### src/include/mips_defines.svh
`ifndef MIPS_DEFINES_SVH
`define MIPS_DEFINES_SVH

// data word width
`define WORD_W 32

// data RAM size in words, and word-index width
`define DRAM_WORDS 256
`define DRAM_AW 8

// external interrupt lines, mapped onto IP[7:2]
`define EXT_INT_W 6

// cause.ExcCode values
`define EXC_INT  5'd0
`define EXC_ADEL 5'd4
`define EXC_ADES 5'd5
`define EXC_SYS  5'd8
`define EXC_BP   5'd9
`define EXC_RI   5'd10
`define EXC_OV   5'd12

`endif

### src/rtl/mips_isa_pkg.sv
`include "mips_defines.svh"

package mips_isa_pkg;

    // machine word
    typedef logic [`WORD_W-1:0] word_t;

    // gpr number
    typedef logic [4:0] creg_addr_t;

    // ops as seen by the memory stage
    // all arithmetic and logic collapses into ALU
    typedef enum logic [3:0] {
        ALU,
        LB,
        LBU,
        LH,
        LHU,
        LW,
        SB,
        SH,
        SW,
        SYSCALL,
        BREAK,
        ERET,
        NOP
    } decoded_op_t;

    // data access width
    typedef enum logic [1:0] {
        SZ_BYTE = 2'b00,
        SZ_HALF = 2'b01,
        SZ_WORD = 2'b10
    } size_t;

endpackage

### src/rtl/store_align.sv
`timescale 1ns/100ps

module store_align (
    input  logic [1:0]          addr_lo,
    input  mips_isa_pkg::size_t size,
    input  mips_isa_pkg::word_t wd_in,
    output logic [3:0]          byte_en,
    output mips_isa_pkg::word_t wd
);

    always_comb begin
        case (size)
            mips_isa_pkg::SZ_BYTE: begin
                // same byte on every lane
                wd      = {4{wd_in[7:0]}};
                byte_en = 4'b0001 << addr_lo;
            end
            mips_isa_pkg::SZ_HALF: begin
                // low half copied to both halves
                wd = {2{wd_in[15:0]}};
                // addr_lo[0] is an AdES case, not handled here
                if (addr_lo[1]) begin
                    byte_en = 4'b1100;
                end else begin
                    byte_en = 4'b0011;
                end
            end
            default: begin
                // full word
                wd      = wd_in;
                byte_en = 4'b1111;
            end
        endcase
    end

endmodule

### config.mk
export PLATFORM = sky130hd
export DESIGN_NAME = store_align
export DESIGN_NICKNAME = d
export VERILOG_FILES = /design/src/rtl/mips_isa_pkg.sv /design/src/rtl/store_align.sv
export VERILOG_INCLUDE_DIRS = /design/src /design/src/include
export SDC_FILE = /design/constraint.sdc
export NUM_CORES = 1
export LEC_CHECK = 0
export BUFFER_PORTS_ARGS = -buffer_cell sky130_fd_sc_hd__buf_2
export CORE_MARGIN = 3
export CORE_UTILIZATION = 33
export DETAILED_ROUTE_END_ITERATION = 8
export PLACE_DENSITY_LB_ADDON = 0.05
export SETUP_SLACK_MARGIN = 0.1
export SYNTH_ARGS = -nofsm -noshare
export SYNTH_HDL_FRONTEND = slang
export SYNTH_SLANG_ARGS = --single-unit
### constraint.sdc
create_clock -name vclk -period 1
set_input_delay 0.15 -clock vclk [all_inputs]
set_output_delay 0.15 -clock vclk [all_outputs]
set_load 0.05 [all_outputs]
==> results.tsv, run 1 <==
stage	metric	value	unit
status	outcome	stopped before the end	
status	stop_stage	clock tree synthesis (4_1_cts)	
status	first-error	[ERROR DPL-0033] detailed placement checks failed during check placement.	
synth	synthDistinctLibCells	13	
floorplanning	num_io_pins	72	
synth	yosysMostFrequentCell	mux2_2	
synth	seq_area_frac_synth	0	
synth	syn-instance-count	60	
floorplanning	start_util	0.375	
synth	netlist_area	524	um^2
clock_network	ctsResizeCount	112	
synth	syn_area_per_cell	8.74	um^2
synth	synth_fp_nets	96	
synth	yosys.area.top_type	mux2_2	
place	port_buffers	72	
place	gp_congestion	0.653	
place	dpl_worst_slack	-0.265	ns
floorplanning	die_w	45.9	um
synth	synth_common_cells	15 x mux2_2, 8 x buf_4, 8 x mux2i_1, 8 x nand2_1, 8 x o21ai_2	
synth	ys_top_cells_by_area	mux2_2 32%, mux2i_1 15%, o21ai_2 13%	
floorplanning	die_h	45.9	um
clock_network	hold_buffers	0	
floorplanning	rows	13	
synth	synth_warnings	0	
synth	yosysTopAreaCellShare	0.322	
place	place_hpwl	1400	um
clock_network	post_cts_buffers	3	
[cells by family after synthesis]
logic type / Yosys count / share of synthesized area
multiplexers: 24 / 0.496
buffers and inverters: 13 / 0.215
AO/OA/AOI/OAI: 12 / 0.191
AND/OR/NAND/NOR: 11 / 0.0979
[metrics by stage]
stage	cells	hold slack (ns)	instance area, um^2
floorplan	60	0.467	599
detailed placement	139	0.618	900
global placement	139	0.615	900
==> inputs of run 2 (changes only) <==
--- a/config.mk
+++ b/config.mk
@@ -7,11 +7,10 @@
 export NUM_CORES = 1
 export LEC_CHECK = 0
 export BUFFER_PORTS_ARGS = -buffer_cell sky130_fd_sc_hd__buf_2
-export CORE_MARGIN = 3
-export CORE_UTILIZATION = 33
+export CORE_AREA = 3 3 64 66
 export DETAILED_ROUTE_END_ITERATION = 8
-export PLACE_DENSITY_LB_ADDON = 0.05
-export SETUP_SLACK_MARGIN = 0.1
+export DIE_AREA = 0 0 67 69
+export PLACE_DENSITY_LB_ADDON = 0.15
 export SYNTH_ARGS = -nofsm -noshare
 export SYNTH_HDL_FRONTEND = slang
 export SYNTH_SLANG_ARGS = --single-unit
==> run 2 against run 1 <==
Against the previous run: the flow now finishes, with violations (setup timing); synthesized area is the same; synthesized cell count unchanged.
==> results.tsv, run 2 <==
stage	metric	value	unit	change
synth	seq_area_frac_synth	0		unchanged
synth	syn-instance-count	60		unchanged
route	drtAntennaViolNets	0		
final_layout	areaGrowthSynthToFinish	175	%	
floorplanning	num_io_pins	72		unchanged
synth	ys_top_cells_by_area	mux2_2 32%, mux2i_1 15%, o21ai_2 13%		unchanged
critical_path	critPathCaptureType	output port		
final_layout	final_layout_size_suffix_gt1_frac	0.893		
hold_path	min_path_cells	2		
sta	post-route-min-period	1.14	ns	
critical_path	cp-start-kind	primary input		
final_layout	most-common-layout-cells	42 x buf_2, 15 x buf_8, 14 x buf_6, 12 x mux2_4		
final_layout	diodes	0		
status	violations	setup timing		
critical_path	crit_type	in2out		
sta	worst_pin_slew	0.249	ns	
sta	clock.fmax	0.874	GHz	
synth	synth_common_cells	15 x mux2_2, 8 x buf_4, 8 x mux2i_1, 8 x nand2_1, 8 x o21ai_2		unchanged
floorplanning	core_area	0.00363	mm^2	
sta	maxSlewHeadroom	0.835		
final_layout	nets	169		
grt	grt_overflow	0		
critical_path	crit_arrival	0.99	ns	
grt	antenna_found_initial	0		
flow_run	drv_cap	0		
power	p_per_area	777	mW/mm^2	
hold_path	hp-class	in2out		
synth	synth_warnings	0		unchanged
hold_path	min_to	wd[5]		
sta	fin_crit_sh	1.14		
synth	netlist_area	524	um^2	unchanged
route	finalWirelength	2240	um	
final_layout	n_sequential_cell	0		
sta	setup_ws	-0.144	ns	
place	place_hpwl	1570	um	was 1400 um
final_layout	nClkBuffers	0		
final_layout	multi_input_area	609	um^2	
final_layout	nFillCells	368		
synth	yosysTopAreaCellShare	0.322		unchanged
floorplanning	start_util	0.144		was 0.375
sta	slew_violations	0		
grt	grt_pass1_wl	3480	um	
grt	grt_pass1_vias	733		
route	num_vias	708		
final_layout	regArea	0	um^2	
route	drcViolationCount	0		
place	dpl_worst_slack	-0.305	ns	was -0.265 ns
floorplanning	die_h	69	um	was 45.9 um
hold_path	holdCritStartpoint	wd_in[5]		
floorplanning	dieArea	0.00462	mm^2	
route	first_iter_violations	8		
route	viasPerCell	3.96		
place	gp_congestion	0.627		was 0.653
synth	syn_area_per_cell	8.74	um^2	unchanged
critical_path	cp.required	0.85	ns	
floorplanning	rows	22		was 13
power	ir_drop	0.291	mV	
clock_network	hold_buffers	0		unchanged
synth	yosysMostFrequentCell	mux2_2		unchanged
route	drt-pass1-iter-count	4		
power	p_leak	0.682	nW	
route	avgRoutedWirePerCell	12.5	um	
sta	hold_viol	0		
critical_path	worst-path-max-fanout	5		
sta	rsz0062_at_grt	yes		
status	outcome	complete, but fails checks		was stopped before the end
sta	timing.hold.ws	0.618	ns	
place	port_buffers	72		unchanged
grt	grt_usage	0.0912		
grt	grt_max_degree	12		
final_layout	final_common_cell	buf_2		
synth	synthDistinctLibCells	13		unchanged
floorplanning	die_w	67	um	was 45.9 um
synth	yosys.area.top_type	mux2_2		unchanged
sta	setup_viol	25		
synth	synth_fp_nets	96		unchanged
## run 2: cell counts after synthesis
Identical to the previous run, type by type.
## run 2: layer usage
metal | vias up | share of wire | GRT usage | wire length (um)
met3 | 0 | 0.082 | 0.00489 | 183
met4 | 0 | 0 | 0 | 0
met5 | - | 0 | 0 | 0
li1 | 352 | - | - | -
met2 | 40 | 0.55 | 0.188 | 1240
met1 | 316 | 0.36 | 0.103 | 813
## run 2: per-stage QoR
stage	setup TNS [ns]	total power, mW	std cells	area [um^2]	util
2_1_floorplan	-0.929	0.623	60	584	-
3_3_place_gp	-6.09	0.795	172	938	0.258
3_5_place_dp	-6.37	0.800	172	938	0.258
4_1_cts	-1.87	1.12	179	1430	0.394
5_1_grt	-2.37	1.17	179	1440	0.397
6_report	-1.79	1.12	179	1440	0.397
## run 2: report_power, final
group / switching (mW) / internal (mW) / total (mW)
registers: 0 / 0 / 0
logic: 0.629 / 0.492 / 1.12
clock network: 0 / 0 / 0
## run 2: kinds of logic (layout without fill, tap and decap cells)
| group | Yosys count | after routing | share of synthesized area |
|---|---|---|---|
| AND/OR/NAND/NOR | 11 | 11 | 0.0979 |
| buffers and inverters | 13 | 84 | 0.215 |
| AO/OA/AOI/OAI | 12 | 12 | 0.191 |
| multiplexers | 24 | 24 | 0.496 |
## run 2: area by class of cell
class,instances,share of cell area
repair buffers,83,0.534
multi-input cells,47,0.422
inverters,1,0.00260
well taps,48,0.0416
## run 2: how the worst max path moves through the flow
| stage | from | to | depth (start not counted) |
|---|---|---|---|
| CTS | size[0] | wd[15] | 5 |
| global placement | size[1] | wd[12] | 4 |
| floorplan | size[0] | byte_en[1] | 3 |
| detailed placement | size[1] | wd[12] | 4 |
| global route | size[0] | wd[15] | 5 |
| finish | size[0] | wd[10] | 5 |
## run 2: worst max-delay path, cell delays in order
cell and delay, ns:
buf_8 0.10, nor2_4 0.14, buf_12 0.14, mux2_4 0.31, buf_8 0.15
## run 2: timing repair
item,in CTS,in global routing
resized for setup,104,4
gates cloned,1,0
buffers inserted,6,0
pin swaps,1,0
setup endpoints to repair,28,28
Note: power is estimated with default switching activity, not from simulation.
