### config.mk
export PLATFORM = sky130hd
export DESIGN_NAME = mem_stage_ctrl
export DESIGN_NICKNAME = d
export VERILOG_FILES = /design/src/rtl/mips_isa_pkg.sv /design/src/rtl/mips_pipe_pkg.sv /design/src/rtl/mem_stage_ctrl.sv
export VERILOG_INCLUDE_DIRS = /design/src /design/src/include
export SDC_FILE = /design/constraint.sdc
export NUM_CORES = 1
export LEC_CHECK = 0
export BUFFER_PORTS_ARGS = -buffer_cell sky130_fd_sc_hd__buf_2
export CAP_MARGIN = 10
export CORE_AREA = 2 2 117 119
export DETAILED_ROUTE_END_ITERATION = 8
export DIE_AREA = 0 0 119 121
export GPL_ROUTABILITY_DRIVEN = 0
export SYNTH_ARGS = -nofsm -noshare
export SYNTH_HDL_FRONTEND = slang
export SYNTH_SLANG_ARGS = --single-unit
### constraint.sdc
create_clock -name vclk -period 5.19
set_input_delay 1.038 -clock vclk [all_inputs]
set_output_delay 1.038 -clock vclk [all_outputs]
set_load 0.02 [all_outputs]
### src/include/mips_defines.svh
`ifndef MIPS_DEFINES_SVH
`define MIPS_DEFINES_SVH

// data word width
`define WORD_W 32

// data RAM size in words, and word-index width
`define DRAM_WORDS 256
`define DRAM_AW 8

// external interrupt lines, mapped onto IP[7:2]
`define EXT_INT_W 6

// cause.ExcCode values
`define EXC_INT  5'd0
`define EXC_ADEL 5'd4
`define EXC_ADES 5'd5
`define EXC_SYS  5'd8
`define EXC_BP   5'd9
`define EXC_RI   5'd10
`define EXC_OV   5'd12

`endif

### src/rtl/mips_isa_pkg.sv
`include "mips_defines.svh"

package mips_isa_pkg;

    // machine word
    typedef logic [`WORD_W-1:0] word_t;

    // gpr number
    typedef logic [4:0] creg_addr_t;

    // ops as seen by the memory stage
    // all arithmetic and logic collapses into ALU
    typedef enum logic [3:0] {
        ALU,
        LB,
        LBU,
        LH,
        LHU,
        LW,
        SB,
        SH,
        SW,
        SYSCALL,
        BREAK,
        ERET,
        NOP
    } decoded_op_t;

    // data access width
    typedef enum logic [1:0] {
        SZ_BYTE = 2'b00,
        SZ_HALF = 2'b01,
        SZ_WORD = 2'b10
    } size_t;

endpackage

### src/rtl/mips_pipe_pkg.sv
package mips_pipe_pkg;

    // cp0 status, reg 12
    typedef struct packed {
        logic [15:0] rsvd_hi;
        // interrupt mask
        logic [7:0]  IM;
        logic [5:0]  rsvd_lo;
        // exception level
        logic        EXL;
        // global interrupt enable
        logic        IE;
    } cp0_status_t;

    // cp0 cause, reg 13
    typedef struct packed {
        logic        BD;
        logic [14:0] rsvd_hi;
        // pending interrupts, only [1:0] are software writable
        logic [7:0]  IP;
        logic        rsvd_7;
        logic [4:0]  ExcCode;
        logic [1:0]  rsvd_lo;
    } cp0_cause_t;

    // execute -> memory payload
    typedef struct packed {
        mips_isa_pkg::decoded_op_t op;
        // result or effective address
        mips_isa_pkg::word_t       aluout;
        // rt value for stores
        mips_isa_pkg::word_t       writedata;
        mips_isa_pkg::creg_addr_t  writereg;
        mips_isa_pkg::word_t       pcplus4;
        logic                      in_delay_slot;
        // flags raised upstream
        logic                      exc_fetch;
        logic                      exc_ri;
        logic                      exc_of;
        // cp0 snapshot travelling with the instr
        cp0_status_t               cp0_status;
        cp0_cause_t                cp0_cause;
    } exec_data_t;

    // memory -> writeback payload
    typedef struct packed {
        mips_isa_pkg::decoded_op_t op;
        mips_isa_pkg::word_t       result;
        mips_isa_pkg::creg_addr_t  writereg;
        logic                      regwrite;
    } mem_data_t;

endpackage

### src/rtl/mem_stage_ctrl.sv
`timescale 1ns/100ps
`include "mips_defines.svh"

module mem_stage_ctrl (
    input  logic                       clk,
    input  logic                       valid,
    input  mips_isa_pkg::decoded_op_t  op,
    input  mips_isa_pkg::word_t        aluout,
    input  mips_isa_pkg::creg_addr_t   writereg,
    input  mips_isa_pkg::word_t        pcplus4,
    input  logic                       in_delay_slot,
    input  logic                       exc_fetch,
    input  logic                       exc_ri,
    input  logic                       exc_of,
    input  mips_pipe_pkg::cp0_status_t cp0_status,
    input  mips_pipe_pkg::cp0_cause_t  cp0_cause,
    input  logic [`EXT_INT_W-1:0]      ext_int,
    input  logic                       timer_interrupt,
    input  mips_isa_pkg::word_t        load_data,
    output mips_isa_pkg::size_t        size,
    output logic                       ram_wen,
    output logic                       exc_valid,
    output logic [4:0]                 exc_code,
    output mips_isa_pkg::word_t        exc_epc,
    output mips_isa_pkg::word_t        exc_bad_vaddr,
    output logic                       exc_bd,
    output logic                       eret,
    output logic                       wb_valid,
    output mips_pipe_pkg::mem_data_t   wb_data
);

    logic                is_load;
    logic                is_store;
    logic                misalign;
    logic                exc_load;
    logic                exc_save;
    logic [7:0]          int_pending;
    logic                take_int;
    logic                exc_hit;
    mips_isa_pkg::word_t pc;

    assign is_load  = op inside {mips_isa_pkg::LB, mips_isa_pkg::LBU, mips_isa_pkg::LH,
                                 mips_isa_pkg::LHU, mips_isa_pkg::LW};
    assign is_store = op inside {mips_isa_pkg::SB, mips_isa_pkg::SH, mips_isa_pkg::SW};

    // access width
    always_comb begin
        case (op)
            mips_isa_pkg::LB, mips_isa_pkg::LBU, mips_isa_pkg::SB: size = mips_isa_pkg::SZ_BYTE;
            mips_isa_pkg::LH, mips_isa_pkg::LHU, mips_isa_pkg::SH: size = mips_isa_pkg::SZ_HALF;
            default:                                               size = mips_isa_pkg::SZ_WORD;
        endcase
    end

    // half needs bit 0 clear, word needs both
    assign misalign = ((size == mips_isa_pkg::SZ_HALF) && aluout[0]) ||
                      ((size == mips_isa_pkg::SZ_WORD) && (aluout[1:0] != 2'b00));
    assign exc_load = is_load & misalign;
    assign exc_save = is_store & misalign;

    // hw lines on IP[7:2], timer on IP7, sw on IP[1:0]
    assign int_pending = ({ext_int, 2'b00} | {6'd0, cp0_cause.IP[1:0]} |
                          {timer_interrupt, 7'd0}) & cp0_status.IM;
    assign take_int = cp0_status.IE & ~cp0_status.EXL & (|int_pending);

    // fixed priority, interrupt first
    always_comb begin
        exc_hit = 1'b1;
        if (take_int) begin
            exc_code = `EXC_INT;
        end else if (exc_fetch) begin
            exc_code = `EXC_ADEL;
        end else if (exc_ri) begin
            exc_code = `EXC_RI;
        end else if (exc_of) begin
            exc_code = `EXC_OV;
        end else if (op == mips_isa_pkg::SYSCALL) begin
            exc_code = `EXC_SYS;
        end else if (op == mips_isa_pkg::BREAK) begin
            exc_code = `EXC_BP;
        end else if (exc_load) begin
            exc_code = `EXC_ADEL;
        end else if (exc_save) begin
            exc_code = `EXC_ADES;
        end else begin
            exc_hit  = 1'b0;
            exc_code = `EXC_INT;
        end
    end

    assign exc_valid = valid & exc_hit;

    // pc of this instr
    assign pc = pcplus4 - 32'd4;
    // delay slot restarts at the branch
    assign exc_epc       = in_delay_slot ? (pc - 32'd4) : pc;
    assign exc_bd        = exc_valid & in_delay_slot;
    assign exc_bad_vaddr = exc_fetch ? pc : aluout;

    // eret only completes if nothing was taken
    assign eret = valid & ~exc_hit & (op == mips_isa_pkg::ERET);

    // squash store and retire on exception
    assign ram_wen  = valid & is_store & ~exc_hit;
    assign wb_valid = valid & ~exc_hit;

    assign wb_data.op       = op;
    assign wb_data.result   = is_load ? load_data : aluout;
    assign wb_data.writereg = writereg;
    assign wb_data.regwrite = (op == mips_isa_pkg::ALU) | is_load;

    // an excepting instr never reaches the RAM, whatever its cause
    a_no_store_on_exc: assert property (@(posedge clk)
        ram_wen |-> !(take_int | exc_fetch | exc_ri | exc_of | exc_save));

endmodule

==> impl_metrics.toml <==
[outcome]
status = "completed"

[synthesis]
synthMuxAreaShare_pct = 14.54
synthDistinctLibCells = 66
yosys.area_share.simple_pct = 36.07
synth_area_mm2 = 0.002789
synth.top_cell.area_share_pct = 14.54
synth_cells = 412
syn-num-nets = 598
synthAdderAreaFrac_pct = 1.795
synthTopCellsByArea = "mux2_2 15%, xnor2_1 12%, nor2_1 7.1%"
ys_top_cells_by_count = "53 x nor2_1, 38 x xnor2_1, 37 x a21oi_1"
synth_top_family_by_area = "simple AND/OR/NAND/NOR gates"
synth_warnings = 0
yosysTopAreaCell = "mux2_2"
synthXorXnorAreaFrac_pct = 17.27
syn_area_per_cell_um2 = 6.769
yosysMostFrequentCell = "nor2_1"
synth_compound_area_share_pct = 19.96
synth.yosys.seq_area_share_pct = 0

[hold_path]
worstHoldPathCells = 0
min_from = "writereg[1]"
hp-class = "input port to output pin"
hold_end = "wb_data[2]"

[worst_setup_path]
crit_required_ns = 4.15
arrival_ns = 3.92
cp-end-kind = "output pin"
critical_path_class = "input port to output pin"
startpoint_type = "input port"
cp_max_fo = 4

[global_routing]
grt_start_max_net_pins = 50
use_met2_pct = 26.69
use_met1_pct = 20.00
grt_remaining_overflow = 0
antenna_found_initial = 0
first_global_vias = 3550
grtUsageTotal_pct = 15.51
grt.busiest_layer = "met2"
grt_pass1_wl_um = 18460
use_met3_pct = 3.383

[timing]
slew_viol_final = 0
slew_headroom_pct = 41.43
fmax_ghz = 0.2017
setup_tns_ns = 0
tightest_slew_ns = 0.8786
hold_viol = 0
rsz0062_at_grt = "no"
period_share_pct = 95.52
setup_viol = 0
finalCriticalPeriod_ns = 4.957

[cells_and_area]
seq_cells = 0
n_antenna_cell = 0
final_net_count = 808
clockBufferCount = 0
num-fill-cells = 1451
multi_input_area_mm2 = 0.002547
drive_gt1_share_pct = 50.16
regArea_um2 = 0
syn2layout_area_growth_pct = 46.97

[floorplanning]
die_h_um = 121
start_util_pct = 21.31
die-area_mm2 = 0.01440
die_x_um = 119
ios = 300
core_area_mm2 = 0.01309
fp-row-count = 42

[route]
wire_per_inst_um = 15.22
drtIter0Drc = 261
detail-route-antenna-nets = 0
viasPerCell = 4.779
routed_wirelength_um = 12120
num_vias = 3804
first_pass_iters = 4
drcViolationCount = 0

[clock_tree]
cts_setup_buffers = 0

[placement]
dp_hpwl_um = 10420
port_buffers = 236

[job]
cap_violations = 0

[power]
p_leak_nw = 1.793
vdd_drop_max_mv = 0.02968
powerDensity_mw_per_mm2 = 92.86
p_total_uw = 380.6
critical path: stages:
cell	delay [ns]
buf_2	0.09
inv_1	0.10
ha_1	0.19
or4b_1	0.56
xnor2_1	0.19
o31ai_1	0.41
nand4_1	0.30
or3_1	0.39
o31ai_1	0.27
xor2_1	0.19
buf_2	0.18
cells by family after synthesis:
kind of cell / after synthesis
muxes: 36
and+or+nand+nor: 177
buffers and inverters: 55
adders and majority gates: 4
xor gates and xnor gates: 55
AOI/OAI and AO/OA: 84
other: 1
stage by stage:
| stage | hold WS, ns | worst slack [ns] | instance area [µm²] | cells | utilization [%] |
|---|---|---|---|---|---|
| 2_1_floorplan | 2.153 | 0.4655 | 2789 | 412 | - |
| 3_3_place_gp | 2.076 | 0.1529 | 4069 | 796 | 31.10 |
| 3_5_place_dp | 2.076 | 0.1079 | 4069 | 796 | 31.10 |
| 4_1_cts | 2.076 | 0.08969 | 4069 | 796 | 31.10 |
| 5_1_grt | 2.076 | 0.04092 | 4099 | 796 | 31.33 |
| 6_report | 2.076 | 0.2327 | 4099 | 796 | 31.33 |
per-layer routing:
layer | vias up | wire length, µm
li1 | 1890 | -
met1 | 1740 | 5324
met2 | 160 | 5592
met3 | 14 | 1001
met4 | 0 | 199
met5 | - | 0
final cells by class:
| type | instances | share of cell area, % |
|---|---|---|
| inverters | 14 | 1.282 |
| well taps | 176 | 5.372 |
| multi-input cells | 357 | 62.15 |
| repair buffers | 249 | 31.20 |
how the worst max path moves through the flow:
stage,startpoint,to,depth (start not counted)
finish,pcplus4[3],exc_epc[29],11
global route,pcplus4[3],exc_epc[29],11
CTS,pcplus4[3],exc_epc[28],11
detailed placement,pcplus4[3],exc_epc[28],11
global placement,pcplus4[3],exc_epc[28],11
floorplan,pcplus4[2],exc_epc[24],12
layout by cell type, fill, tap and decap left out, drive strengths merged, types with 10 or more instances in the layout:
master / Yosys / layout
buf: 23 / 249
nor2: 53 / 53
xnor2: 38 / 38
a21oi: 37 / 37
mux2: 36 / 36
nand2: 27 / 27
xor2: 17 / 17
inv: 14 / 14
or3: 13 / 13
nor4: 11 / 11
o21ai: 10 / 10
nor3: 10 / 10
nand4: 10 / 10
where the power goes:
part	internal, mW	total (mW)	switching (mW)
Combinational	0.149	0.381	0.231
Sequential	0	0	0
Clock	0	0	0
timing repair:
| item | 4_1_cts | 5_1_grt |
|---|---|---|
| endpoints found under the setup margin | 0 | 3 |
| hold buffers | 0 | 0 |
| endpoints found under the hold margin | 0 | 0 |
| gates resized for setup | 0 | 5 |
Note: power is estimated with default switching activity, not from simulation.
