<file path="src/include/mips_defines.svh">
`ifndef MIPS_DEFINES_SVH
`define MIPS_DEFINES_SVH

// data word width
`define WORD_W 32

// data RAM size in words, and word-index width
`define DRAM_WORDS 256
`define DRAM_AW 8

// external interrupt lines, mapped onto IP[7:2]
`define EXT_INT_W 6

// cause.ExcCode values
`define EXC_INT  5'd0
`define EXC_ADEL 5'd4
`define EXC_ADES 5'd5
`define EXC_SYS  5'd8
`define EXC_BP   5'd9
`define EXC_RI   5'd10
`define EXC_OV   5'd12

`endif

</file>
<file path="src/rtl/mips_isa_pkg.sv">
`include "mips_defines.svh"

package mips_isa_pkg;

    // machine word
    typedef logic [`WORD_W-1:0] word_t;

    // gpr number
    typedef logic [4:0] creg_addr_t;

    // ops as seen by the memory stage
    // all arithmetic and logic collapses into ALU
    typedef enum logic [3:0] {
        ALU,
        LB,
        LBU,
        LH,
        LHU,
        LW,
        SB,
        SH,
        SW,
        SYSCALL,
        BREAK,
        ERET,
        NOP
    } decoded_op_t;

    // data access width
    typedef enum logic [1:0] {
        SZ_BYTE = 2'b00,
        SZ_HALF = 2'b01,
        SZ_WORD = 2'b10
    } size_t;

endpackage

</file>
<file path="src/rtl/load_extend.sv">
`timescale 1ns/100ps

module load_extend (
    input  logic [1:0]                addr_lo,
    input  mips_isa_pkg::decoded_op_t op,
    input  mips_isa_pkg::word_t       rd_in,
    output mips_isa_pkg::word_t       rd
);

    logic [7:0]  lane_b;
    logic [15:0] lane_h;

    // addressed byte lane
    assign lane_b = rd_in[8*addr_lo +: 8];
    // upper or lower half
    assign lane_h = addr_lo[1] ? rd_in[31:16] : rd_in[15:0];

    always_comb begin
        case (op)
            mips_isa_pkg::LB:  rd = {{24{lane_b[7]}}, lane_b};
            mips_isa_pkg::LBU: rd = {24'd0, lane_b};
            mips_isa_pkg::LH:  rd = {{16{lane_h[15]}}, lane_h};
            mips_isa_pkg::LHU: rd = {16'd0, lane_h};
            // LW and anything else, word as read
            default:           rd = rd_in;
        endcase
    end

endmodule

</file>
<file path="config.mk">
export PLATFORM = sky130hd
export DESIGN_NAME = load_extend
export DESIGN_NICKNAME = d
export VERILOG_FILES = /design/src/rtl/mips_isa_pkg.sv /design/src/rtl/load_extend.sv
export VERILOG_INCLUDE_DIRS = /design/src /design/src/include
export SDC_FILE = /design/constraint.sdc
export NUM_CORES = 1
export LEC_CHECK = 0
export CAP_MARGIN = 10
export CORE_MARGIN = 3
export CORE_UTILIZATION = 65
export DETAILED_ROUTE_END_ITERATION = 6
export DONT_BUFFER_PORTS = 1
export GPL_TIMING_DRIVEN = 0
export PLACE_DENSITY_LB_ADDON = 0.25
export SYNTH_ARGS = -nofsm -noshare
export SYNTH_HDL_FRONTEND = slang
export SYNTH_SLANG_ARGS = --single-unit
</file>
<file path="constraint.sdc">
create_clock -name vclk -period 1.6
set_input_delay 0.16 -clock vclk [all_inputs]
set_output_delay 0.16 -clock vclk [all_outputs]
set_load 0.02 [all_outputs]
</file>
==> results of run 1 <==
## cell families after synthesis
family | after synthesis
AO/OA/AOI/OAI | 42
AND/OR/NAND/NOR | 24
multiplexers | 22
buffers and inverters | 15
XOR/XNOR | 1
adder cells (fa/ha/maj) | 1
## timing repair
item / in CTS
endpoints found under the setup margin: 29
setup buffers: 4
pin swaps: 12
cloned: 1
gates resized for setup: 15
## through the flow
step	hold slack (ns)	instance area, um2
floorplan	0.466	912
global placement	0.474	930
detailed placement	0.474	930
CTS	0.428	1020
## synth_stat cells, drive strengths merged, types with 3 or more instances
| cell type | count | area [um2] |
|---|---|---|
| a21oi | 4 | 20.0 |
| buf | 9 | 75.1 |
| clkbuf | 3 | 11.3 |
| mux2 | 6 | 67.6 |
| o211ai | 7 | 52.6 |
| inv | 3 | 11.3 |
| a221o | 6 | 60.1 |
| mux2i | 9 | 90.1 |
| nand2 | 10 | 37.5 |
| nand3 | 7 | 35.0 |
| a21o | 18 | 135 |
| mux4 | 7 | 180 |
==> flow_metrics.py, run 1 <==
metrics = {
    "synthesis": {
        "synthDistinctLibCells": 29,
        "yosys_warnings": 0,
        "syn_nets": 143,
        "synth_adder_area_share_pct": 1.10,
        "synth_top_family_by_area": "multiplexers",
        "synth-xor-area-share_pct": 0.964,
        "syn_avg_cell_area_um2": 8.65,
        "ys_seq_area_share_pct": 0,
        "synth_compound_area_share_pct": 36.5,
        "synth-simple-area-share_pct": 13.5,
        "synthMuxAreaShare_pct": 37.2,
        "netlist_instances": 105,
        "netlist_area_um2": 908,
    },
    "global_routing": {
        "grt_max_degree": 11,
        "antenna_found_initial": 0,
    },
    "sta": {
        "crit_endpoint": "rd[11]",
        "worst-ep-kind": "top-level output",
    },
    "outcome": {
        "stop_error": "[ERROR DPL-0033] detailed placement checks failed during check placement.",
        "status": "aborted with a tool error",
        "lastStage": "global routing (5_1_grt)",
    },
    "floorplanning": {
        "dieWidth_um": 43.4,
        "rows": 12,
        "start_util_pct": 75.6,
        "die_h_um": 43.4,
        "ios": 70,
    },
    "placed_design": {
        "dp_slack_ns": -0.186,
        "dpl.hpwl_um": 1980,
        "routabilityCongestion": 0.804,
        "placed_cells": 119,
        "portBuffers": 0,
    },
    "clock_network": {
        "holdBufCountCts": 0,
    },
}
==> inputs of run 2 (changes only) <==
--- a/config.mk
+++ b/config.mk
@@ -7,12 +7,12 @@
 export NUM_CORES = 1
 export LEC_CHECK = 0
 export CAP_MARGIN = 10
-export CORE_MARGIN = 3
-export CORE_UTILIZATION = 65
+export CORE_AREA = 3 3 64 66
 export DETAILED_ROUTE_END_ITERATION = 6
+export DIE_AREA = 0 0 67 69
 export DONT_BUFFER_PORTS = 1
 export GPL_TIMING_DRIVEN = 0
-export PLACE_DENSITY_LB_ADDON = 0.25
+export PLACE_DENSITY_LB_ADDON = 0.15
 export SYNTH_ARGS = -nofsm -noshare
 export SYNTH_HDL_FRONTEND = slang
 export SYNTH_SLANG_ARGS = --single-unit
==> run 2 against run 1 <==
The flow now finishes, with violations (setup timing). Synthesized area unchanged. Synthesized cell count unchanged.
==> flow_metrics.py, run 2 <==
metrics = {
    "synthesis": {
        "netlist_area_um2": 908,
        "synth_area_leaders": "mux4_1, a21o_1, mux2i_1, mux2_2, a221o_1",
        "yosys_warnings": 0,
        "ys_seq_area_share_pct": 0,
        "synth.most_common_cell": "a21o_1",
        "synthDistinctLibCells": 29,
        "syn_avg_cell_area_um2": 8.65,
        "netlist_instances": 105,
        "synth_commonest_cells": "a21o_1, nand2_1, mux2i_1",
        "synth_top_area_share_pct": 17.4,
        "synth.largest_area_cell": "mux4_1",
        "syn_nets": 143,
    },
    "sta": {
        "finalSetupViolations": 8,
        "hold_viol": 0,
        "drv_slew": 0,
        "finalSetupTns_ns": -0.239,
        "worst_slew_pin_slew_ns": 0.697,
        "period_share_pct": 103,
        "fin_crit_ns": 1.66,
        "fmax_ghz": 0.604,
        "max_slew_margin_pct": 53.3,
        "setup_slack_ns": -0.0559,
        "grt_setup_unrepaired": "true",
    },
    "clock_network": {
        "holdBufCountCts": 0,
    },
    "global_routing": {
        "grt_max_degree": 11,
        "grt-ovfl-total": 0,
        "antenna_found_initial": 0,
        "grt_util_met2_pct": 28.3,
        "grt_use_total_pct": 16.2,
        "grtUsageMet1_pct": 21.0,
        "busiest_layer": "met2",
        "use_met3_pct": 3.42,
        "grt_pass1_wl_um": 5810,
        "grt_pass1_vias": 1060,
    },
    "layout": {
        "seqCellArea_um2": 0,
        "fin_nets": 154,
        "drive_above_1_share_pct": 43.9,
        "multi_input_area_um2": 952,
        "syn_to_final_growth_pct": 36.1,
        "num-fill-cells": 388,
        "seq_cells": 0,
        "mostFrequentLayoutCell": "a21o_4",
        "clkbuf_count": 0,
        "antennaDiodeCount": 0,
        "layout_common_cells": "a21o_4, buf_4, nand2_1",
    },
    "route": {
        "drtPass1Iterations": 6,
        "wl_um": 3880,
        "viasPerCell": 6.04,
        "initialDrtViolationCount": 28,
        "via_count": 978,
        "ant_nets": 0,
        "drt_drc_violations_left": 0,
        "routedWlPerCell_um": 24.0,
    },
    "hold_path": {
        "hold_path_class": "in -> out",
    },
    "outcome": {
        "status": "finished, violations left",
        "violations": "setup timing",
    },
    "power": {
        "p_leak_nw": 0.522,
        "peakVddDrop_mv": 0.105,
        "power_density_nw_per_um2": 362,
        "power.total_w": 0.000448,
    },
    "floorplanning": {
        "rows": 22,
        "die_h_um": 69,
        "dieWidth_um": 67,
        "ios": 70,
        "die_area_um2": 4620,
        "coreArea_um2": 3630,
        "start_util_pct": 25.0,
    },
    "setup_path": {
        "critical_path.max_fanout": 5,
        "startpoint": "op[0]",
        "crit_family": "compound AO/OA/AOI/OAI gates",
        "crit_slowest_cell": "a221o_1",
        "cp-start-kind": "primary input",
        "worst-path-buf-inv": 2,
        "required_ns": 1.44,
        "cp_cell_sequence": "buf_12 -> or3b_4 -> a21o_4 -> buf_6 -> a221o_1",
        "path_depth": 5,
        "endpoint": "rd[14]",
        "arrival_ns": 1.50,
        "max_stage_delay_ns": 0.45,
        "cp-end-kind": "output pin",
        "worstSetupPathType": "in -> out",
    },
    "placed_design": {
        "portBuffers": 0,
        "routabilityCongestion": 0.716,
        "dp_slack_ns": -0.317,
        "dpl.hpwl_um": 2680,
    },
    "run": {
        "drv_cap": 0,
    },
}
[run 2: layer usage]
layer / vias to the layer above / part of all wire (%) / wire (um)
met4: 0 / 0 / 0
met1: 480 / 40 / 1550
met2: 50 / 51 / 2000
met3: 0 / 8.8 / 340
met5: - / 0 / 0
li1: 448 / - / -
[run 2: kinds of logic (layout without fill, tap and decap cells)]
family,count (synthesis),after routing,share of synthesized area [%]
buffers and inverters,15,24,10.7
AOI/OAI and AO/OA,42,42,36.5
and+or+nand+nor,24,24,13.5
muxes,22,22,37.2
adders and majority gates,1,1,1.10
xor gates and xnor gates,1,1,0.964
[run 2: how the worst min path moves through the flow]
stage	from	end	slack (ns)	depth (start not counted)
global route	op[3]	rd[5]	0.43	1
floorplan	op[3]	rd[5]	0.47	1
detailed placement	op[3]	rd[5]	0.48	1
global placement	op[3]	rd[5]	0.48	1
finish	op[3]	rd[5]	0.43	1
CTS	op[3]	rd[5]	0.43	1
[run 2: metrics by stage]
stage	std cells	area, um2	hold WS (ns)	util, %
after floorplan	105	912	0.466	-
after global placement	153	972	0.479	26.8
after detailed placement	153	972	0.478	26.8
after CTS	160	1130	0.429	31.1
after global routing	162	1240	0.430	34.0
final	162	1240	0.429	34.0
[run 2: area by class of cell]
| class | count | area share, % |
|---|---|---|
| multi-input cells | 90 | 77.0 |
| plain buffers | 11 | 11.3 |
| inverters | 3 | 0.911 |
| well taps | 48 | 4.86 |
| repair buffers | 10 | 5.87 |
[run 2: power breakdown]
group	internal (W)	switching, W
Clock	0	0
Sequential	0	0
Combinational	0.000196	0.000252
[run 2: timing repair]
action / 4_1_cts / 5_1_grt
gates resized for setup: 23 / 15
pin swaps: 9 / 10
buffers inserted: 7 / 2
gates cloned: 1 / 0
hold endpoints to repair: 0 / 0
setup endpoints to repair: 29 / 29
(Power assumes the default switching activity.)
==> inputs of run 3 (changes only) <==
--- a/config.mk
+++ b/config.mk
@@ -6,6 +6,7 @@
 export SDC_FILE = /design/constraint.sdc
 export NUM_CORES = 1
 export LEC_CHECK = 0
+export ABC_AREA = 1
 export CAP_MARGIN = 10
 export CORE_AREA = 3 3 64 66
 export DETAILED_ROUTE_END_ITERATION = 6
==> run 3 against run 2 <==
The run now ends clean. Via count rose by 19%. Non-clock buffer count shrank 12. Synthesized cell count is 86% higher. Die area unchanged. Largest power group unchanged.
==> flow_metrics.py, run 3 <==
metrics = {
    "layout": {
        "syn_to_final_growth_pct": 8.81,
        "multi_input_area_um2": 729,
        "fin_nets": 236,
        "num-fill-cells": 461,
        "antennaDiodeCount": 0,
        "mostFrequentLayoutCell": "nand2_1",
        "seqCellArea_um2": 0,
        "seq_cells": 0,
        "layout_common_cells": "nand2_1, nand3_1, inv_1",
        "clkbuf_count": 0,
        "drive_above_1_share_pct": 12.8,
    },
    "power": {
        "p_leak_nw": 0.591,
        "peakVddDrop_mv": 0.102,
        "power.total_w": 0.000359,
        "power_density_nw_per_um2": 393,
    },
    "synthesis": {
        "synth.most_common_cell": "nand2_1",
        "yosys_warnings": 0,
        "netlist_instances": 195,
        "ys_seq_area_share_pct": 0,
        "synthDistinctLibCells": 13,
        "synth.largest_area_cell": "nand2_1",
        "syn_nets": 233,
        "synth_commonest_cells": "nand2_1, nand3_1, inv_1",
        "synth_area_leaders": "nand2_1, nand3_1, inv_1, or2_2, buf_2",
        "synth_top_area_share_pct": 52.8,
        "netlist_area_um2": 838,
        "syn_avg_cell_area_um2": 4.30,
    },
    "run": {
        "drv_cap": 0,
    },
    "global_routing": {
        "antenna_found_initial": 0,
        "grt_pass1_wl_um": 5350,
        "grt_use_total_pct": 14.4,
        "grt_pass1_vias": 1106,
        "grt_max_degree": 11,
        "grt-ovfl-total": 0,
    },
    "hold_path": {
        "hp-start": "rd_in[26]",
        "min_to": "rd[26]",
        "whs_path_depth": 2,
        "hold_path_class": "in -> out",
    },
    "setup_path": {
        "arrival_ns": 1.26,
        "required_ns": 1.44,
        "cp-start-kind": "primary input",
        "cp-end-kind": "output pin",
        "critical_path.max_fanout": 10,
        "worstSetupPathType": "in -> out",
    },
    "sta": {
        "fin_crit_ns": 1.42,
        "setup_slack_ns": 0.183,
        "worst_slew_pin_slew_ns": 0.440,
        "grt_setup_unrepaired": "false",
        "hold_viol": 0,
        "fmax_ghz": 0.706,
        "period_share_pct": 88.6,
        "finalSetupViolations": 0,
        "max_slew_margin_pct": 70.6,
        "drv_slew": 0,
    },
    "floorplanning": {
        "die_area_um2": 4620,
        "rows": 22,
        "dieWidth_um": 67,
        "die_h_um": 69,
        "ios": 70,
        "coreArea_um2": 3630,
        "start_util_pct": 23.1,
    },
    "route": {
        "wl_um": 3420,
        "drtPass1Iterations": 4,
        "initialDrtViolationCount": 72,
        "ant_nets": 0,
        "routedWlPerCell_um": 14.0,
        "via_count": 1160,
        "viasPerCell": 4.75,
        "drt_drc_violations_left": 0,
    },
    "placed_design": {
        "dpl.hpwl_um": 2630,
        "portBuffers": 0,
        "dp_slack_ns": -0.00742,
        "routabilityCongestion": 0.806,
    },
    "outcome": {
        "status": "finished clean",
    },
}
[run 3: cell count changes after synthesis, sizes merged, moves of 4 or more]
cell,change
o211ai,-7
or2,+7
nand3,+28
a21oi,-4
mux2,-6
mux2i,-9
a21o,-18
nor2,+5
a221o,-6
mux4,-7
nand2,+111
inv,+14
[run 3: per-layer routing]
metal / part of all wire [%] / global-route usage [%] / vias up
met4: 0 / 0 / 0
met2: 46 / 24.3 / 53
met1: 44 / 20.3 / 505
met3: 9.9 / 2.12 / 0
met5: 0 / 0 / -
li1: - / - / 602
[run 3: worst max-delay path, stage by stage]
cell and delay [ns]:
nor2_2 0.15, inv_1 0.06, nor2_1 0.18, nand3_4 0.18
nand2_1 0.11, inv_2 0.08, buf_6 0.15, nand2_1 0.17
[run 3: cell type report]
class / count / share of cell area, %
Multi-Input combinational cell: 170 / 80.0
Inverter: 17 / 7.41
Buffer: 8 / 5.21
Timing Repair Buffer: 1 / 0.823
Tap cell: 48 / 6.58
[run 3: cells by family (layout without fill, tap and decap cells)]
logic type / after synthesis / count (layout) / share of synthesized area [%]
buffers and inverters: 25 / 26 / 13.0
AND/OR/NAND/NOR: 170 / 170 / 87.0
[run 3: repair_timing]
item,in CTS,in global routing
buffers inserted,1,0
hold buffers,0,0
endpoints found under the setup margin,10,2
endpoints found under the hold margin,0,0
resized for setup,1,1
[run 3: worst max path at each step]
| stage | slack, ns | startpoint | endpoint | cells after the start |
|---|---|---|---|---|
| 6_report | 0.18 | op[3] | rd[27] | 8 |
| 5_1_grt | 0.04 | op[1] | rd[9] | 8 |
| 4_1_cts | 0.10 | addr_lo[0] | rd[27] | 8 |
| 3_5_place_dp | -0.007 | addr_lo[0] | rd[27] | 8 |
| 3_3_place_gp | 0.002 | addr_lo[0] | rd[27] | 8 |
| 2_1_floorplan | 0.35 | addr_lo[0] | rd[16] | 8 |
[run 3: power by group]
part	total [W]	switching, W	leakage [nW]	internal, W
Sequential	0	0	0	0
Clock	0	0	0	0
Combinational	0.000359	0.000273	0.591	0.0000862
[run 3: through the flow]
step	hold slack (ns)	TNS [ns]	utilization (%)	cells	cell area, um2
global route	0.510	0	25.1	244	912
detailed placement	0.500	-0.0514	24.7	243	898
floorplan	0.494	0	-	195	838
CTS	0.500	0	25.0	244	910
global placement	0.500	0	24.7	243	898
finish	0.499	0	25.1	244	912
==> inputs of run 4 (changes only) <==
--- a/config.mk
+++ b/config.mk
@@ -8,12 +8,15 @@
 export LEC_CHECK = 0
 export ABC_AREA = 1
 export CAP_MARGIN = 10
+export CELL_PAD_IN_SITES_DETAIL_PLACEMENT = 0
+export CELL_PAD_IN_SITES_GLOBAL_PLACEMENT = 2
 export CORE_AREA = 3 3 64 66
 export DETAILED_ROUTE_END_ITERATION = 6
 export DIE_AREA = 0 0 67 69
 export DONT_BUFFER_PORTS = 1
 export GPL_TIMING_DRIVEN = 0
 export PLACE_DENSITY_LB_ADDON = 0.15
+export SETUP_SLACK_MARGIN = 0.1
 export SYNTH_ARGS = -nofsm -noshare
 export SYNTH_HDL_FRONTEND = slang
 export SYNTH_SLANG_ARGS = --single-unit
==> run 4 against run 3 <==
Worst hold slack is essentially flat. Die area is the same. Sequential share of layout area is the same. Count of clock-buffer cells in the layout is the same. Fmax grew 5.2%. Flip-flop and latch count is the same.
==> flow_metrics.py, run 4 (synthesis gave the netlist of run 3 again) <==
metrics = {
    "setup_path": {
        "critical_path.max_fanout": 10,
        "arrival_ns": 1.19,
        "worstSetupPathType": "in -> out",
        "cp-end-kind": "output pin",
        "cp-start-kind": "primary input",
        "required_ns": 1.44,
    },
    "layout": {
        "mostFrequentLayoutCell": "nand2_1",
        "layout_common_cells": "nand2_1, nand3_1, inv_1",
        "syn_to_final_growth_pct": 13.4,
        "drive_above_1_share_pct": 14.6,
        "seq_cells": 0,
        "antennaDiodeCount": 0,
        "finalInstanceArea_um2": 951,
        "fin_nets": 239,
        "utilization_pct": 26.2,
        "clkbuf_count": 0,
        "seqCellArea_um2": 0,
    },
    "route": {
        "ant_nets": 0,
        "viasPerCell": 4.69,
        "drtPass1Iterations": 4,
        "initialDrtViolationCount": 28,
        "wl_um": 3550,
        "drt_drc_violations_left": 0,
        "via_count": 1159,
        "routedWlPerCell_um": 14.4,
    },
    "floorplanning": {
        "die_area_um2": 4620,
        "rows": 22,
        "die_h_um": 69,
        "ios": 70,
        "dieWidth_um": 67,
        "start_util_pct": 23.1,
        "coreArea_um2": 3630,
    },
    "placed_design": {
        "dpl_cell_area_um2": 898,
        "dpl.hpwl_um": 2690,
        "portBuffers": 0,
        "dp_slack_ns": -0.0309,
        "routabilityCongestion": 0.743,
    },
    "global_routing": {
        "grt_use_total_pct": 15.3,
        "grt-ovfl-total": 0,
        "use_met3_pct": 0.977,
        "antenna_found_initial": 0,
        "grt_util_met2_pct": 28.7,
        "grtUsageMet1_pct": 19.4,
        "grt_pass1_vias": 1183,
        "busiest_layer": "met2",
        "grt_max_degree": 11,
        "grt_pass1_wl_um": 5680,
    },
    "hold_path": {
        "hold_path_class": "in -> out",
        "hp-start": "rd_in[25]",
        "whs_path_depth": 2,
        "min_to": "rd[25]",
    },
    "sta": {
        "finalSetupTns_ns": 0,
        "fin_crit_ns": 1.35,
        "worst_slew_pin_slew_ns": 0.435,
        "setup_slack_ns": 0.253,
        "period_share_pct": 84.2,
        "grt_setup_unrepaired": "true",
        "hold_viol": 0,
        "finalSetupViolations": 0,
        "fmax_ghz": 0.742,
        "max_slew_margin_pct": 71.0,
        "drv_slew": 0,
        "hold_ws_ns": 0.499,
    },
    "power": {
        "power_density_nw_per_um2": 384,
        "p_leak_nw": 0.608,
        "peakVddDrop_mv": 0.0764,
    },
    "clock_network": {
        "holdBufCountCts": 0,
    },
    "run": {
        "drv_cap": 0,
    },
    "outcome": {
        "status": "finished clean",
    },
}
run 4: power by group:
part,internal (W),switching (W)
clock,0,0
sequential,0,0
combinational,0.0000912,0.000274
total,0.0000912,0.000274
run 4: layout make-up:
| class | instances | area (um2) |
|---|---|---|
| fill | 475 | 2680 |
| multi-input combinational | 170 | 737 |
| tap | 48 | 60.1 |
| buffer | 8 | 52.6 |
| timing repair buffer | 4 | 30.0 |
| inverter | 17 | 71.3 |
run 4: worst max path at each step:
stage                    start  endpoint  slack, ns  cells after the start
floorplan           addr_lo[0]    rd[16]       0.35                      8
global placement    addr_lo[0]    rd[16]      -0.04                      8
detailed placement  addr_lo[0]    rd[16]      -0.03                      8
CTS                      op[3]    rd[16]       0.16                      8
global route             op[1]     rd[6]        0.1                      8
finish                   op[3]     rd[7]       0.25                      6
run 4: per-layer routing:
layer,vias to the layer above,share of wire [%]
met4,0,0
met5,-,0
li1,606,-
met2,42,50
met3,0,7.0
met1,511,43
run 4: metrics by stage:
stage	instances	total power, W
6_report	247	0.000365
2_1_floorplan	195	0.000304
3_5_place_dp	243	0.000361
3_3_place_gp	243	0.000360
4_1_cts	244	0.000366
5_1_grt	247	0.000408
run 4: timing repair:
item	CTS	global route
gates resized for setup	2	6
endpoints found under the setup margin	10	28
buffers inserted	1	3
pin swaps	0	0
run 4: critical path: stages:
cell     delay (ns)
nor2_2         0.16
nand2_1        0.09
nand2_2        0.17
buf_2          0.28
nand3_1        0.11
nand3_1        0.22
